`config.mk`:
```
export PLATFORM = sky130hd
export DESIGN_NAME = axi_write_bus
export DESIGN_NICKNAME = d
export VERILOG_FILES = /design/src/axi_pkg.sv /design/src/axi_write_bus.sv /design/src/b_channel.sv /design/src/w_channel.sv /design/src/aw_arbiter.sv
export SDC_FILE = /design/constraint.sdc
export NUM_CORES = 1
export LEC_CHECK = 0
export ABC_AREA = 1
export BUFFER_PORTS_ARGS = -buffer_cell sky130_fd_sc_hd__buf_2
export CORE_AREA = 2 2 151 153
export CTS_BUF_LIST = sky130_fd_sc_hd__clkbuf_4 sky130_fd_sc_hd__clkbuf_8
export DETAILED_ROUTE_END_ITERATION = 6
export DIE_AREA = 0 0 153 155
export GPL_TIMING_DRIVEN = 1
export PLACE_DENSITY = 0.45
export REMOVE_ABC_BUFFERS = 1
export SLEW_MARGIN = 10
export SYNTH_ARGS = -nofsm -noshare
export SYNTH_HDL_FRONTEND = slang
export SYNTH_HIERARCHICAL = 1
export SYNTH_SLANG_ARGS = --single-unit
```
`constraint.sdc`:
```
create_clock -name clk -period 3.1 [get_ports clk]
set_clock_uncertainty 0.1 [all_clocks]
set_input_delay 0.31 -clock clk [delete_from_list [all_inputs] [get_ports clk]]
set_output_delay 0.31 -clock clk [all_outputs]
set_load 0.01 [all_outputs]
```
`src/axi_pkg.sv`:
```
package axi_pkg;

	// ##########################################################
	// bus widths.
	// ##########################################################

	localparam int ADDR_W   = 32;
	localparam int DATA_W   = 32;
	localparam int STRB_W   = DATA_W / 8;
	localparam int ID_W     = 4;
	localparam int LEN_W    = 8;
	localparam int RESP_W   = 2;
	localparam int REGION_W = 16;   // upper address bits used by the decoder.

	typedef logic [ADDR_W-1:0]   addr_t;
	typedef logic [DATA_W-1:0]   data_t;
	typedef logic [STRB_W-1:0]   strb_t;
	typedef logic [ID_W-1:0]     id_t;
	typedef logic [LEN_W-1:0]    len_t;     // beats in the burst minus one.
	typedef logic [RESP_W-1:0]   resp_t;
	typedef logic [REGION_W-1:0] region_t;

	localparam resp_t RESP_OKAY   = 2'd0;
	localparam resp_t RESP_DECERR = 2'd3;

	// ##########################################################
	// channel payloads.
	// ##########################################################

	typedef struct packed {
		id_t        id;
		addr_t      addr;
		len_t       len;
		logic [2:0] size;
		logic [1:0] burst;
	} aw_req_t;

	typedef struct packed {
		data_t data;
		strb_t strb;
		logic  last;
	} w_beat_t;

	typedef struct packed {
		id_t   id;
		resp_t resp;
	} b_rsp_t;

	// ##########################################################
	// write path control.
	// ##########################################################

	typedef enum logic [2:0] {
		W_IDLE = 3'd0,
		W_AW   = 3'd1,
		W_DATA = 3'd2,
		W_RESP = 3'd3
	} wstate_e;

	typedef enum logic {
		OWN_M0 = 1'b0,
		OWN_M1 = 1'b1
	} owner_e;

	// SLAVE_NONE marks an address outside both regions.
	typedef enum logic [1:0] {
		SLAVE0     = 2'd0,
		SLAVE1     = 2'd1,
		SLAVE_NONE = 2'd2
	} slave_e;

endpackage
```
`src/axi_write_bus.sv`:
```
`timescale 1ns/1ns

module axi_write_bus (
	input  logic             clk,
	input  logic             rst_n,

	// master 0.
	input  axi_pkg::aw_req_t aw_m0,
	input  logic             awvalid_m0,
	output logic             awready_m0,
	input  axi_pkg::w_beat_t w_m0,
	input  logic             wvalid_m0,
	output logic             wready_m0,
	output axi_pkg::b_rsp_t  b_m0,
	output logic             bvalid_m0,
	input  logic             bready_m0,

	// master 1.
	input  axi_pkg::aw_req_t aw_m1,
	input  logic             awvalid_m1,
	output logic             awready_m1,
	input  axi_pkg::w_beat_t w_m1,
	input  logic             wvalid_m1,
	output logic             wready_m1,
	output axi_pkg::b_rsp_t  b_m1,
	output logic             bvalid_m1,
	input  logic             bready_m1,

	// slave 0.
	output axi_pkg::aw_req_t aw_s0,
	output logic             awvalid_s0,
	input  logic             awready_s0,
	output axi_pkg::w_beat_t w_s0,
	output logic             wvalid_s0,
	input  logic             wready_s0,
	input  axi_pkg::b_rsp_t  b_s0,
	input  logic             bvalid_s0,
	output logic             bready_s0,

	// slave 1.
	output axi_pkg::aw_req_t aw_s1,
	output logic             awvalid_s1,
	input  logic             awready_s1,
	output axi_pkg::w_beat_t w_s1,
	output logic             wvalid_s1,
	input  logic             wready_s1,
	input  axi_pkg::b_rsp_t  b_s1,
	input  logic             bvalid_s1,
	output logic             bready_s1
);

	axi_pkg::wstate_e wstate;
	axi_pkg::owner_e  owner;
	axi_pkg::slave_e  slave;
	axi_pkg::id_t     err_id;
	logic             wlast_done;
	logic             b_done;

	aw_arbiter #(
		.S0_REGION(16'h0000),
		.S1_REGION(16'h0001)
	) u_aw_arbiter (
		.clk(clk), .rst_n(rst_n),
		.aw_m0(aw_m0), .awvalid_m0(awvalid_m0), .awready_m0(awready_m0),
		.aw_m1(aw_m1), .awvalid_m1(awvalid_m1), .awready_m1(awready_m1),
		.aw_s0(aw_s0), .awvalid_s0(awvalid_s0), .awready_s0(awready_s0),
		.aw_s1(aw_s1), .awvalid_s1(awvalid_s1), .awready_s1(awready_s1),
		.wlast_done(wlast_done), .b_done(b_done),
		.wstate(wstate), .owner(owner), .slave(slave), .err_id(err_id)
	);

	w_channel u_w_channel (
		.wstate(wstate), .owner(owner), .slave(slave),
		.w_m0(w_m0), .wvalid_m0(wvalid_m0), .wready_m0(wready_m0),
		.w_m1(w_m1), .wvalid_m1(wvalid_m1), .wready_m1(wready_m1),
		.w_s0(w_s0), .wvalid_s0(wvalid_s0), .wready_s0(wready_s0),
		.w_s1(w_s1), .wvalid_s1(wvalid_s1), .wready_s1(wready_s1),
		.wlast_done(wlast_done)
	);

	b_channel u_b_channel (
		.wstate(wstate), .slave(slave), .owner(owner), .err_id(err_id),
		.b_s0(b_s0), .bvalid_s0(bvalid_s0), .bready_s0(bready_s0),
		.b_s1(b_s1), .bvalid_s1(bvalid_s1), .bready_s1(bready_s1),
		.b_m0(b_m0), .bvalid_m0(bvalid_m0), .bready_m0(bready_m0),
		.b_m1(b_m1), .bvalid_m1(bvalid_m1), .bready_m1(bready_m1),
		.b_done(b_done)
	);

endmodule

```
`src/b_channel.sv`:
```
`timescale 1ns/1ns

module b_channel (
	input  axi_pkg::wstate_e wstate,
	input  axi_pkg::slave_e  slave,
	input  axi_pkg::owner_e  owner,
	input  axi_pkg::id_t     err_id,

	input  axi_pkg::b_rsp_t  b_s0,
	input  logic             bvalid_s0,
	output logic             bready_s0,

	input  axi_pkg::b_rsp_t  b_s1,
	input  logic             bvalid_s1,
	output logic             bready_s1,

	output axi_pkg::b_rsp_t  b_m0,
	output logic             bvalid_m0,
	input  logic             bready_m0,

	output axi_pkg::b_rsp_t  b_m1,
	output logic             bvalid_m1,
	input  logic             bready_m1,

	output logic             b_done
);

	axi_pkg::b_rsp_t rsp;
	logic            bvalid_bus;
	logic            bready_bus;

	// the owner's bready goes back toward the slave.
	assign bready_bus = (owner == axi_pkg::OWN_M1) ? bready_m1 : bready_m0;

	// ##########################################################
	// response select.
	// ##########################################################

	always_comb begin
		rsp        = '0;
		bvalid_bus = 1'b0;
		bready_s0  = 1'b0;
		bready_s1  = 1'b0;
		if (wstate == axi_pkg::W_RESP) begin
			case (slave)
				axi_pkg::SLAVE0: begin
					rsp        = b_s0;
					bvalid_bus = bvalid_s0;
					bready_s0  = bready_bus;
				end
				axi_pkg::SLAVE1: begin
					rsp        = b_s1;
					bvalid_bus = bvalid_s1;
					bready_s1  = bready_bus;
				end
				default: begin
					rsp.id     = err_id;   // decode error answered by the interconnect.
					rsp.resp   = axi_pkg::RESP_DECERR;
					bvalid_bus = 1'b1;
				end
			endcase
		end
	end

	// only the owning master sees the response.
	assign b_m0      = (owner == axi_pkg::OWN_M0) ? rsp : '0;
	assign b_m1      = (owner == axi_pkg::OWN_M1) ? rsp : '0;
	assign bvalid_m0 = (owner == axi_pkg::OWN_M0) && bvalid_bus;
	assign bvalid_m1 = (owner == axi_pkg::OWN_M1) && bvalid_bus;

	assign b_done = bvalid_bus && bready_bus;

endmodule

```
`src/w_channel.sv`:
```
`timescale 1ns/1ns

module w_channel (
	input  axi_pkg::wstate_e wstate,
	input  axi_pkg::owner_e  owner,
	input  axi_pkg::slave_e  slave,

	input  axi_pkg::w_beat_t w_m0,
	input  logic             wvalid_m0,
	output logic             wready_m0,

	input  axi_pkg::w_beat_t w_m1,
	input  logic             wvalid_m1,
	output logic             wready_m1,

	output axi_pkg::w_beat_t w_s0,
	output logic             wvalid_s0,
	input  logic             wready_s0,

	output axi_pkg::w_beat_t w_s1,
	output logic             wvalid_s1,
	input  logic             wready_s1,

	output logic             wlast_done
);

	axi_pkg::w_beat_t beat;
	logic             wvalid_bus;
	logic             wready_bus;

	// ##########################################################
	// master side.
	// ##########################################################

	always_comb begin
		beat       = '0;
		wvalid_bus = 1'b0;
		wready_m0  = 1'b0;
		wready_m1  = 1'b0;
		if (wstate == axi_pkg::W_DATA) begin
			case (owner)
				axi_pkg::OWN_M0: begin
					beat       = w_m0;
					wvalid_bus = wvalid_m0;
					wready_m0  = wready_bus;
				end
				default: begin
					beat       = w_m1;
					wvalid_bus = wvalid_m1;
					wready_m1  = wready_bus;
				end
			endcase
		end
	end

	// ##########################################################
	// slave side.
	// ##########################################################

	always_comb begin
		w_s0       = '0;
		w_s1       = '0;
		wvalid_s0  = 1'b0;
		wvalid_s1  = 1'b0;
		wready_bus = 1'b0;
		case (slave)
			axi_pkg::SLAVE0: begin
				w_s0       = beat;
				wvalid_s0  = wvalid_bus;
				wready_bus = wready_s0;
			end
			axi_pkg::SLAVE1: begin
				w_s1       = beat;
				wvalid_s1  = wvalid_bus;
				wready_bus = wready_s1;
			end
			axi_pkg::SLAVE_NONE: wready_bus = 1'b1;   // beats are dropped here.
			default: wready_bus = 1'b0;
		endcase
	end

	// the closing beat of the burst hands the channel to the response phase.
	assign wlast_done = wvalid_bus && wready_bus && beat.last;

endmodule

```
`src/aw_arbiter.sv`:
```
`timescale 1ns/1ns

module aw_arbiter #(
	parameter axi_pkg::region_t S0_REGION = 16'h0000,
	parameter axi_pkg::region_t S1_REGION = 16'h0001
) (
	input  logic             clk,
	input  logic             rst_n,

	input  axi_pkg::aw_req_t aw_m0,
	input  logic             awvalid_m0,
	output logic             awready_m0,

	input  axi_pkg::aw_req_t aw_m1,
	input  logic             awvalid_m1,
	output logic             awready_m1,

	output axi_pkg::aw_req_t aw_s0,
	output logic             awvalid_s0,
	input  logic             awready_s0,

	output axi_pkg::aw_req_t aw_s1,
	output logic             awvalid_s1,
	input  logic             awready_s1,

	input  logic             wlast_done,
	input  logic             b_done,

	output axi_pkg::wstate_e wstate,
	output axi_pkg::owner_e  owner,
	output axi_pkg::slave_e  slave,
	output axi_pkg::id_t     err_id
);

	axi_pkg::wstate_e wstate_next;
	axi_pkg::owner_e  winner;
	axi_pkg::aw_req_t aw_win;
	axi_pkg::aw_req_t aw_own;
	logic             awvalid_own;
	logic             awready_own;
	logic             grant;
	logic             aw_done;

	// maps the upper address bits onto a slave.
	function automatic axi_pkg::slave_e decode(input axi_pkg::addr_t addr);
		axi_pkg::region_t region;
		region = addr[axi_pkg::ADDR_W-1 -: axi_pkg::REGION_W];
		if (region == S0_REGION)
			return axi_pkg::SLAVE0;
		else if (region == S1_REGION)
			return axi_pkg::SLAVE1;
		else
			return axi_pkg::SLAVE_NONE;
	endfunction

	// ##########################################################
	// grant.
	// ##########################################################

	// the owner register still holds the last grant while idle, so a tie
	// goes to the other master.
	always_comb begin
		if (awvalid_m0 && awvalid_m1)
			winner = (owner == axi_pkg::OWN_M0) ? axi_pkg::OWN_M1 : axi_pkg::OWN_M0;
		else if (awvalid_m1)
			winner = axi_pkg::OWN_M1;
		else
			winner = axi_pkg::OWN_M0;
	end

	assign aw_win = (winner == axi_pkg::OWN_M1) ? aw_m1 : aw_m0;
	assign grant  = (wstate == axi_pkg::W_IDLE) && (awvalid_m0 || awvalid_m1);

	// ##########################################################
	// address forwarding.
	// ##########################################################

	assign aw_own      = (owner == axi_pkg::OWN_M1) ? aw_m1 : aw_m0;
	assign awvalid_own = (owner == axi_pkg::OWN_M1) ? awvalid_m1 : awvalid_m0;

	always_comb begin
		aw_s0       = '0;
		aw_s1       = '0;
		awvalid_s0  = 1'b0;
		awvalid_s1  = 1'b0;
		awready_own = 1'b0;
		if (wstate == axi_pkg::W_AW) begin
			case (slave)
				axi_pkg::SLAVE0: begin
					aw_s0       = aw_own;
					awvalid_s0  = awvalid_own;
					awready_own = awready_s0;
				end
				axi_pkg::SLAVE1: begin
					aw_s1       = aw_own;
					awvalid_s1  = awvalid_own;
					awready_own = awready_s1;
				end
				default: awready_own = 1'b1;   // no slave, so the address is absorbed here.
			endcase
		end
	end

	assign awready_m0 = (owner == axi_pkg::OWN_M0) ? awready_own : 1'b0;
	assign awready_m1 = (owner == axi_pkg::OWN_M1) ? awready_own : 1'b0;
	assign aw_done    = awvalid_own && awready_own;

	// ##########################################################
	// write state machine.
	// ##########################################################

	always_comb begin
		wstate_next = wstate;
		case (wstate)
			axi_pkg::W_IDLE: if (grant) wstate_next = axi_pkg::W_AW;
			axi_pkg::W_AW:   if (aw_done) wstate_next = axi_pkg::W_DATA;
			axi_pkg::W_DATA: if (wlast_done) wstate_next = axi_pkg::W_RESP;
			axi_pkg::W_RESP: if (b_done) wstate_next = axi_pkg::W_IDLE;
			default:         wstate_next = axi_pkg::W_IDLE;
		endcase
	end

	always_ff @(posedge clk) begin
		if (!rst_n) begin
			wstate <= axi_pkg::W_IDLE;
			owner  <= axi_pkg::OWN_M1;   // lets M0 win the first tie.
			slave  <= axi_pkg::SLAVE_NONE;
		end else begin
			wstate <= wstate_next;
			if (grant) begin
				owner <= winner;
				slave <= decode(aw_win.addr);
			end
		end
	end

	// the ID is only needed for a decode error response.
	always_ff @(posedge clk) begin
		if (grant)
			err_id <= aw_win.id;
	end

endmodule

```
# Yosys cells after proc, flatten, opt, wreduce, memory -nomap -nowiden
# Cells that the tools add are included.
# op_classes
n_reduce_logical	13
eq_ne	10
n_mux	49
bitwise	1
# ops
cell	count
$mux 49	6
$mux 37	4
$mux 1	25
$mux 6	3
$eq 16x1->1 const B	1
$logic_not 16->1	1
$mux 3	4
$pmux 3 s4	1
$pmux 6 s2	1
$logic_and 1x1->1	8
$eq 3x2->1 const B	2
$ne 2x1->1 const B	3
$mux 2	2
$pmux 1 s2	2
$reduce_and 4->1	1
$eq 3x1->1 const B	1
$logic_not 3->1	1
$pmux 1 s3	1
$eq 2x1->1 const B	1
$eq 2x2->1 const B	1
$logic_not 2->1	1
$ne 2x2->1 const B	1
$logic_or 1x1->1	1
$not 1->1	1
# totals
reg_bits	10
in_bits	198
output_inout_bits	196
elab_cells	77

# Logic depth before layout (Yosys ltp)
# Gate-level depths: netlist of run 1.
# depth
word_depth	6
ltp_mapped	11
mapped_depth_nobuf	10

# Hierarchy
# The synthesis of run 1 kept the hierarchy.
# modules_own_cells
module	cells_per_inst	instances	area_per_inst_um2	seq_area_each_um2
aw_arbiter	298	1	1696.6	220.2
w_channel	265	1	1034.7	0.0
b_channel	66	1	311.5	0.0

# Least setup slack after synthesis of run 1
# Ideal clock, no wire load.
# synth_timing
path_type	register to output
start	reg u_aw_arbiter.slave[0]
end	out aw_s1[10] (netlist bit)
setup_slack_ns	1.456
arrival_time_ns	1.234
required_ns	2.690
n_path_buf	1
path_stages_with_launch	6
cell_sequence	dfxtp_1 > inv_1 > nor2_1 > nand2_1 > clkbuf_1 > nor2_1
# synth_lines
element	line	source
start, declared	aw_arbiter.sv:31	output axi_pkg::slave_e slave,
start signal, assigned	aw_arbiter.sv:127	slave <= axi_pkg::SLAVE_NONE;
start signal, assigned	aw_arbiter.sv:132	slave <= decode(aw_win.addr);
end, declared	axi_write_bus.sv:41	output axi_pkg::aw_req_t aw_s1,

==> results.toml, run 1 <==
[placed_design]
port_buffers = 393
gp_congestion = 0.804
hpwl_mm = 15.8
place_inst = 1279
dpl_cell_area_um2 = 5250

[critical_path]
crit_family = "buffers and inverters"
cpMaxStageDelayCell = "nand2_2"
reg2reg_slack_ns = 1.06
path_buf_inv = 3
reg2reg_from = "u_aw_arbiter/owner"
critPathKind = "reg2out"
slowest_delay_ns = 0.45
path_cells = "inv_1 > ha_1 > nand2_2 > buf_4 > nor2_1 > buf_2"
critPathMaxFanout = 28
cp_data_arrival_time_ns = 1.99
r2r_cells = 10
timing.rr.end = "u_aw_arbiter/wstate[0]"
required_ns = 2.69
cp-start-kind = "register"
cp-end-kind = "output pin"

[sta]
fmax_mhz = 416
finalHoldViolations = 0
maxSlewHeadroom = 0.598
drv_slew = 0
period_needed_ns = 2.40
setup_viol = 0
fin_crit_sh = 0.775
rsz0062_at_grt = "no"
tns_ns = 0
tightest_slew_ns = 0.586

[floorplanning]
dieArea_um2 = 23700
initial_utilization = 0.137
fp-row-count = 55
die_h_um = 155
die_w_um = 153
ios = 394
core_area_um2 = 22200

[global_route]
grt_use_total = 0.142
overflow = 0
antenna_found_initial = 2
grt_pass1_vias = 4960
use_met3 = 0.0212
top_usage_layer = "met2"
grt_start_max_net_pins = 61
met2_usage = 0.301
grt_use_met1 = 0.151
grt_pass1_wl_mm = 27.0

[synthesis]
ys_seq_elements = 9
ys_seq_area_frac = 0.0724
syn_area_um2 = 3040
avgSynthCellArea_um2 = 4.84
yosysWarningCount = 6
yosysUniqueCellTypes = 29
syn-instance-count = 629

[detailed_routing]
wl_mm = 18.2
vias = 5183
dr.pass1.iters = 4
drt-initial-drc-count = 260
ant_nets = 0
drc = 0
viasPerCell = 4.04
routedWlPerCell_um = 14.2

[hold_path]
hold_end = "u_aw_arbiter/slave[1]"
worstHoldPathCells = 2
hp-class = "in2reg"
hp-start = "rst_n"

[power]
p_sw_mw = 1.03
p_seq_frac = 0.120
intPower_mw = 0.764
swShare = 0.574
p_leak_nw = 3.43
p_clk_frac = 0.075
share_comb_of_total_power = 0.805
p_total_mw = 1.80
vdd_ir_drop_max_mv = 0.220
power_density_nw_per_um2 = 339

[final_layout]
nets = 1201
final_layout_size_suffix_gt1_frac = 0.430
fillerInstances = 2666
final_cell_count_no_fill = 1283
area_growth_pct = 74.0
design_area_um2 = 5290
antennaDiodeCount = 0
utilization = 0.238

[run]
max_cap_viol_count = 0

[clock_network]
post_cts_buffers = 0
cts.repair.resized = 0
cts_tree = "built"
root_buffer = "clkbuf_8"
clock_latency_ns = 0.23
clock_path_buffers = 2
clock-sinks = 9
cts_made_buffers = 3
clkTransAtPathRegs_ns = 0.05
cts_hold_buf = 0
htree_levels = 1

[outcome]
status = "finished clean"
## state kept, by name (all words and copies together) (netlist names)
register	cells
u_aw_arbiter/owner	1
u_aw_arbiter/slave	2
u_aw_arbiter/err_id	4
u_aw_arbiter/wstate	2
## routing by layer
layer / vias up / routed length, µm / share of wire
li1: 2657 / - / -
met1: 2254 / 6760 / 0.37
met5: - / 13 / 0.00071
met2: 258 / 10100 / 0.55
met3: 12 / 1210 / 0.066
met4: 2 / 144 / 0.0079
## layout by cell type (no fill, tap or decap)
cell type  count
a21oi_1        2
buf_12         2
buf_2        393
buf_4         10
clkbuf_8       3
clkinv_2       2
conb_1         1
dfxtp_1        4
dfxtp_4        1
edfxtp_1       4
ha_1           4
inv_1         38
inv_2          3
inv_4          2
mux2i_1       35
nand2_1      214
nand2_2        4
nand3_1       20
nand3_2        3
nand4_1        1
nor2_1       218
nor2_2         1
nor2_4         4
nor2_8         1
nor3_1         4
o211ai_1       1
o21ai_0       10
o21ai_1       11
o22ai_1        2
## Yosys cell counts
cell type	n	area [µm²]
clkinv_2	1	5.00
nor3_1	4	20.0
nor2_4	3	33.8
clkbuf_1	7	26.3
inv_2	3	11.3
ha_1	4	50.1
mux2i_1	35	350
nand4_1	1	6.26
a21oi_1	2	10.0
nand3_2	3	30.0
conb_1	1	3.75
buf_2	20	100
edfxtp_1	4	120
nor2_2	1	6.26
o21ai_0	10	50.1
inv_4	2	12.5
nor2_8	1	20.0
o21ai_1	11	55.1
buf_6	5	56.3
nand2_1	216	811
buf_4	7	52.6
buf_8	1	15.0
dfxtp_1	5	100
nor2_1	219	822
o211ai_1	1	7.51
o22ai_1	2	12.5
nand3_1	20	100
inv_1	38	143
nand2_2	2	12.5
## cell families after synthesis
kind of cell	after synthesis	synth area share
other	1	0.00123
AO/OA/AOI/OAI	26	0.0444
adder cells (fa/ha/maj)	4	0.0164
multiplexers	35	0.115
flip-flops	9	0.0724
AND/OR/NAND/NOR	470	0.612
buffers and inverters	84	0.139
## cell type report
cell class / count / area (µm²) / share of cell area
multi-input cells: 536 / 2410 / 0.456
repair buffers: 405 / 2080 / 0.393
well taps: 285 / 357 / 0.0674
flip-flops and latches: 9 / 224 / 0.0423
inverters: 44 / 171 / 0.0324
clock inverters: 1 / 5.00 / 0.000945
clock buffers: 3 / 41.3 / 0.00780
## how the worst max path moves through the flow
stage | end | from | slack [ns] | cells after the start
after floorplan | u_aw_arbiter/wstate[0] | u_aw_arbiter/owner | -1.35 | 9
after global routing | aw_s1[7] | u_aw_arbiter/wstate[1] | 0.48 | 6
final | aw_s1[6] | u_aw_arbiter/wstate[1] | 0.70 | 6
after global placement | aw_s1[7] | u_aw_arbiter/wstate[1] | 0.94 | 6
after CTS | aw_s1[7] | u_aw_arbiter/wstate[1] | 0.67 | 6
after detailed placement | aw_s1[7] | u_aw_arbiter/wstate[1] | 0.93 | 6
## per-stage QoR
stage | hold slack (ns) | setup slack (ns)
after floorplan | 0.294 | -1.35
after global placement | 0.460 | 0.942
after detailed placement | 0.461 | 0.931
after CTS | 0.218 | 0.675
after global routing | 0.224 | 0.477
final | 0.226 | 0.696
## power groups by stage
stage	registers (mW)	clock network, mW	logic, mW
2_1_floorplan	0.318	0	0.837
3_5_place_dp	0.218	0	1.48
3_3_place_gp	0.216	0	1.48
4_1_cts	0.216	0.140	1.48
5_1_grt	0.225	0.145	1.63
6_report	0.216	0.135	1.44
## worst reg2reg max path, delay by kind of cell, from the launching register on
kind | cells | cell delay, ns
AOI/OAI and AO/OA | 1 | 0.08
DFF | 1 | 0.47
buffers and inverters | 1 | 0.39
and+or+nand+nor | 8 | 0.88
Power figures use the tool's default switching activity.
==> run 2: changes to the inputs <==
--- a/config.mk
+++ b/config.mk
@@ -12,7 +12,7 @@
 export DETAILED_ROUTE_END_ITERATION = 6
 export DIE_AREA = 0 0 153 155
 export GPL_TIMING_DRIVEN = 1
-export PLACE_DENSITY = 0.45
+export PLACE_DENSITY = 0.46
 export REMOVE_ABC_BUFFERS = 1
 export SLEW_MARGIN = 10
 export SYNTH_ARGS = -nofsm -noshare
==> constraint.sdc (replaced) <==
create_clock -name clk -period 2 [get_ports clk]
set_clock_uncertainty 0.1 [all_clocks]
set_input_delay 0.2 -clock clk [delete_from_list [all_inputs] [get_ports clk]]
set_output_delay 0.2 -clock clk [all_outputs]
set_load 0.01 [all_outputs]
==> run 2 against run 1 <==
  * Sequential power rose by 62%
  * Core utilization is 0.86 points higher
  * Total power grew 69%
  * Combinational power rose by 71%
  * Clock-buffer cell count rose by 1
  * Via count fell by 0.50%
  * Sequential cell count did not move
  * Critical path depth decreased by 2
  * Final area increased by 3.6%
  * Cell count increased by 0.78%
  * Critical endpoint is now aw_s1[3]
  * Highest routed layer is now met4
==> results.toml, run 2 (same netlist as run 1, synthesis figures left out) <==
[detailed_routing]
drt-initial-drc-count = 285
vias = 5157
wl_mm = 18.9
viasPerCell = 3.99
routedWlPerCell_um = 14.6
drc = 0
dr.pass1.iters = 4
ant_nets = 0

[clock_network]
clock_path_buffers = 2
clock-sinks = 9
clkTransAtPathRegs_ns = 0.05
cts_tree = "built"
clock_latency_ns = 0.23
htree_levels = 1
cts_made_buffers = 3
root_buffer = "clkbuf_8"
cts_hold_buf = 0

[final_layout]
nets = 1209
largestRegisters = "u_aw_arbiter/err_id: 4 flops, u_aw_arbiter/slave: 2 flops, u_aw_arbiter/wstate: 2 flops"
area_growth_pct = 80.2
largest_register_ffs = 4
layout_commonest_cell = "buf_2"
largest_register = "u_aw_arbiter/err_id"
final_layout_size_suffix_gt1_frac = 0.442
fillerInstances = 2662
layout_common_cells = "buf_2 (393), nor2_1 (217), nand2_1 (214), inv_1 (38), mux2i_1 (32)"

[power]
power_density_nw_per_um2 = 552
p_leak_nw = 3.51
vdd_ir_drop_max_mv = 0.246
p_total_mw = 3.03

[global_route]
antenna_found_initial = 2
overflow = 0
grt_start_max_net_pins = 57
grt_use_total = 0.147
grt_pass1_vias = 4963
grt_pass1_wl_mm = 27.7

[critical_path]
cp_data_arrival_time_ns = 1.60
required_ns = 1.70
critPathKind = "reg2out"
cp-start-kind = "register"
cp-end-kind = "output pin"
critPathMaxFanout = 28
r2r_cells = 10

[floorplanning]
die_h_um = 155
core_area_um2 = 22200
fp-row-count = 55
die_w_um = 153
ios = 394
dieArea_um2 = 23700
initial_utilization = 0.137

[sta]
rsz0062_at_grt = "no"
holdWs_ns = 0.117
fmax_mhz = 525
tns_ns = 0
setup_viol = 0
setup_ws_ns = 0.0964
fin_crit_sh = 0.952
finalHoldViolations = 0
drv_slew = 0
period_needed_ns = 1.90

[outcome]
status = "finished clean"

[placed_design]
port_buffers = 393
gp_congestion = 0.795
hpwl_mm = 16.1
dp_slack_ns = 0.130

[hold_path]
hp-class = "in2reg"
worstHoldPathCells = 2

[run]
max_cap_viol_count = 0
## run 2: cell types whose count changed in the layout (fill, tap and decap cells not counted), sizes merged
cell / change
buf: +7
clkbuf: +2
diode: +2
clkinv: -1
## run 2: through the flow
step	cell area (µm²)	std cells	utilization
CTS	5440	1290	0.245
global placement	5380	1286	0.242
global route	5480	1293	0.247
floorplan	2790	589	-
finish	5480	1293	0.247
detailed placement	5380	1286	0.242
## run 2: worst max-delay path: stages (launching register included)
cell	delay [ns]
dfxtp_4	0.42
buf_16	0.23
mux2i_2	0.47
nor2_1	0.08
buf_2	0.15
## run 2: worst paths after layout
check / from / endpoint / slack [ns]
worst max-delay path: u_aw_arbiter/owner / aw_s1[3] / 0.1
worst min-delay path: rst_n / u_aw_arbiter/slave[1] / 0.12
worst max register to register: u_aw_arbiter/owner / u_aw_arbiter/wstate[1] / 0.18
worst min register to register: u_aw_arbiter/wstate[0] / u_aw_arbiter/wstate[0] / 0.44
## run 2: area by class of cell
| cell class | count | area (µm²) | area share |
|---|---|---|---|
| Multi-Input combinational cell | 536 | 2430 | 0.443 |
| Timing Repair Buffer | 413 | 2240 | 0.409 |
| Tap cell | 285 | 357 | 0.0650 |
| Sequential cell | 9 | 228 | 0.0415 |
| Inverter | 44 | 174 | 0.0317 |
| Clock buffer | 4 | 48.8 | 0.00890 |
| Antenna cell | 2 | 5.00 | 0.000913 |
## run 2: what timing repair did
action | CTS | global route
buffers inserted | 0 | 0
gates cloned | 0 | 1
endpoints found under the setup margin | 7 | 104
gates resized for setup | 6 | 8
## run 2: power by group
group	total (mW)	switching, mW	internal (mW)
sequential	0.350	0.0787	0.271
combinational	2.46	1.52	0.935
clock	0.222	0.0700	0.152
total	3.03	1.67	1.36
## run 2: metal layers
metal / GRT usage / vias to the layer above / part of all wire
met1: 0.162 / 2222 / 0.38
met2: 0.291 / 253 / 0.54
met3: 0.0270 / 10 / 0.070
met4: 0.0278 / 0 / 0.015
li1: - / 2672 / -
met5: 0 / - / 0
==> run 3: changes to the inputs <==
--- a/config.mk
+++ b/config.mk
@@ -7,15 +7,14 @@
 export LEC_CHECK = 0
 export ABC_AREA = 1
 export BUFFER_PORTS_ARGS = -buffer_cell sky130_fd_sc_hd__buf_2
-export CORE_AREA = 2 2 151 153
+export CORE_AREA = 2 2 154 156
 export CTS_BUF_LIST = sky130_fd_sc_hd__clkbuf_4 sky130_fd_sc_hd__clkbuf_8
 export DETAILED_ROUTE_END_ITERATION = 6
-export DIE_AREA = 0 0 153 155
+export DIE_AREA = 0 0 156 158
 export GPL_TIMING_DRIVEN = 1
-export PLACE_DENSITY = 0.46
+export PLACE_DENSITY = 0.43
 export REMOVE_ABC_BUFFERS = 1
 export SLEW_MARGIN = 10
 export SYNTH_ARGS = -nofsm -noshare
 export SYNTH_HDL_FRONTEND = slang
-export SYNTH_HIERARCHICAL = 1
 export SYNTH_SLANG_ARGS = --single-unit
==> run 3 against run 2 <==
  * Clock-buffer cell count unchanged
  * Die area up 3.9%
  * Core utilization down 0.49 points
  * Routed wire length up 8.3%
  * Highest routed layer unchanged
  * Synthesized area down 14%
  * Via count down 6.5%
  * Worst setup slack worse by 0.065 ns
  * Final area up 1.7%
  * Largest cell class is now non-clock buffers
  * Synthesized cell count down 22%
  * First-iteration DRC count down 27%
==> results.toml, run 3 <==
[outcome]
status = "finished clean"

[clock_network]
cts_made_buffers = 3
root_buffer = "clkbuf_8"
clock-sinks = 9
clock_path_buffers = 2
clock_latency_ns = 0.24
cts_tree = "built"
cts_hold_buf = 0
htree_levels = 1
clkTransAtPathRegs_ns = 0.05

[power]
vdd_ir_drop_max_mv = 0.226
p_clk_frac = 0.069
p_sw_mw = 1.79
p_seq_frac = 0.096
share_comb_of_total_power = 0.835
p_leak_nw = 3.30
power_density_nw_per_um2 = 611
intPower_mw = 1.61
swShare = 0.526

[global_route]
grt_pass1_wl_mm = 26.1
grt_pass1_vias = 4365
use_met3 = 0.0203
overflow = 0
top_usage_layer = "met2"
grt_start_max_net_pins = 51
antenna_found_initial = 0
grt_use_total = 0.141
met2_usage = 0.277
grt_use_met1 = 0.161

[critical_path]
required_ns = 1.70
cp_data_arrival_time_ns = 1.67
cp-end-kind = "output pin"
crit_family = "buffers and inverters"
path_cells = "inv_2 > ha_4 > clkinv_4 > buf_12 > nor2_4 > buf_12 > a22oi_1 > nor2_1 > buf_2"
critPathKind = "reg2out"
path_buf_inv = 5
cpMaxStageDelayCell = "dfxtp_2"
crit_start = "u_aw_arbiter.wstate[0]"
critPathMaxFanout = 18
slowest_delay_ns = 0.32
cp_common_cell = "buf_12"
cp-start-kind = "register"
reg2reg_from = "u_aw_arbiter.owner"

[sta]
tns_ns = 0
setup_viol = 0
finalHoldViolations = 0
drv_slew = 0
rsz0062_at_grt = "yes"
fin_crit_sh = 0.984
maxSlewHeadroom = 0.670
fmax_mhz = 508
period_needed_ns = 1.97
setup_ws_ns = 0.0315
tightest_slew_ns = 0.491

[synthesis]
avgSynthCellArea_um2 = 5.33
synth_top_area_share = 0.297
yosysUniqueCellTypes = 31
synth_flop_cell = "dfxtp_1"
synth_commonest_cells = "nor2_1 (207), nand2_1 (64), a22oi_1 (36)"
yosysWarningCount = 0
synth_edf_count = 4
yosys-top-cells-area = "nor2_1 (30%), mux2i_1 (12%), a22oi_1 (10%)"
ys_async_sr_fraction = 0
synth_top_area_cell = "nor2_1"
syn_area_um2 = 2620
synth.most_common_cell = "nor2_1"
ys_seq_elements = 9
syn-instance-count = 491
ys_seq_area_frac = 0.0842

[detailed_routing]
drt-initial-drc-count = 207
ant_nets = 0
vias = 4823
drc = 0
routedWlPerCell_um = 17.3
wl_mm = 20.5
dr.pass1.iters = 4
viasPerCell = 4.07

[final_layout]
largestRegisters = "u_aw_arbiter.err_id: 4 flops, u_aw_arbiter.slave: 2 flops, u_aw_arbiter.wstate: 2 flops"
area_growth_pct = 113
fillerInstances = 2666
layout_commonest_cell = "buf_2"
final_layout_size_suffix_gt1_frac = 0.548
largest_register = "u_aw_arbiter.err_id"
nets = 1100
layout_common_cells = "buf_2 (391), nor2_1 (205), nand2_1 (61), inv_1 (29), mux2i_1 (28)"
antennaDiodeCount = 0
design_area_um2 = 5580
largest_register_ffs = 4

[floorplanning]
ios = 394
dieArea_um2 = 24600
fp-row-count = 56
initial_utilization = 0.113
die_w_um = 156
die_h_um = 158
core_area_um2 = 23100

[placed_design]
gp_congestion = 0.793
hpwl_mm = 16.4
dpl_cell_area_um2 = 4980
dp_slack_ns = -0.233
port_buffers = 393

[hold_path]
hp-start = "rst_n"
hp-class = "in2reg"

[run]
max_cap_viol_count = 0
## run 3: cell count changes after synthesis, moves of 3 or more
| cell | delta |
|---|---|
| a22oi_1 | +36 |
| buf_1 | +4 |
| buf_4 | -4 |
| inv_1 | -6 |
| mux2i_1 | -3 |
| nand2_1 | -152 |
| nand3_1 | -3 |
| nand3_2 | -3 |
| nand4_1 | +3 |
| nor2_1 | -12 |
| o21ai_0 | +13 |
| o21ai_1 | -11 |
## run 3: layout make-up
| type | count | area [µm²] | area share |
|---|---|---|---|
| Clock buffer | 4 | 48.8 | 0.00875 |
| Inverter | 36 | 163 | 0.0292 |
| Multi-Input combinational cell | 411 | 2240 | 0.402 |
| Sequential cell | 9 | 226 | 0.0406 |
| Tap cell | 290 | 363 | 0.0651 |
| Timing Repair Buffer | 436 | 2530 | 0.454 |
## run 3: stage by stage
stage | cells | total power [mW] | hold slack (ns) | util
3_3_place_gp | 1160 | 2.69 | 0.360 | 0.216
2_1_floorplan | 455 | 1.62 | 0.199 | -
5_1_grt | 1186 | 3.70 | 0.123 | 0.242
3_5_place_dp | 1160 | 2.69 | 0.360 | 0.216
6_report | 1186 | 3.40 | 0.112 | 0.242
4_1_cts | 1167 | 3.12 | 0.103 | 0.226
## run 3: cells by family after synthesis
group           share of synthesized area
fa+ha+maj                          0.0239
mux                                 0.122
buf+inv                             0.125
flops                              0.0842
compound gates                      0.176
simple gates                        0.468
## run 3: final timing paths
kind,end,slack (ns),cells after the start
max reg2reg,u_aw_arbiter.err_id[2],0.16,7
min reg2reg,u_aw_arbiter.slave[0],0.50,2
max,w_s0[18],0.03,9
min,u_aw_arbiter.owner,0.11,2
## run 3: timing repair
action	in CTS	in global routing
setup buffers	2	13
endpoints found under the hold margin	0	0
pin swaps	6	6
gates resized for setup	34	25
gates cloned	1	7
setup endpoints to repair	89	159
## run 3: routing by layer
layer	up-vias	wire, µm	part of all wire
met3	9	1510	0.074
met5	-	0	0
met1	2162	8000	0.39
li1	2397	-	-
met2	255	10700	0.53
met4	0	203	0.0099
## run 3: power groups by stage
stage / combinational, mW / sequential (mW) / clock (mW)
floorplan: 1.18 / 0.444 / 0
global placement: 2.37 / 0.324 / 0
detailed placement: 2.36 / 0.325 / 0
CTS: 2.54 / 0.338 / 0.247
global route: 3.11 / 0.340 / 0.254
finish: 2.84 / 0.328 / 0.235
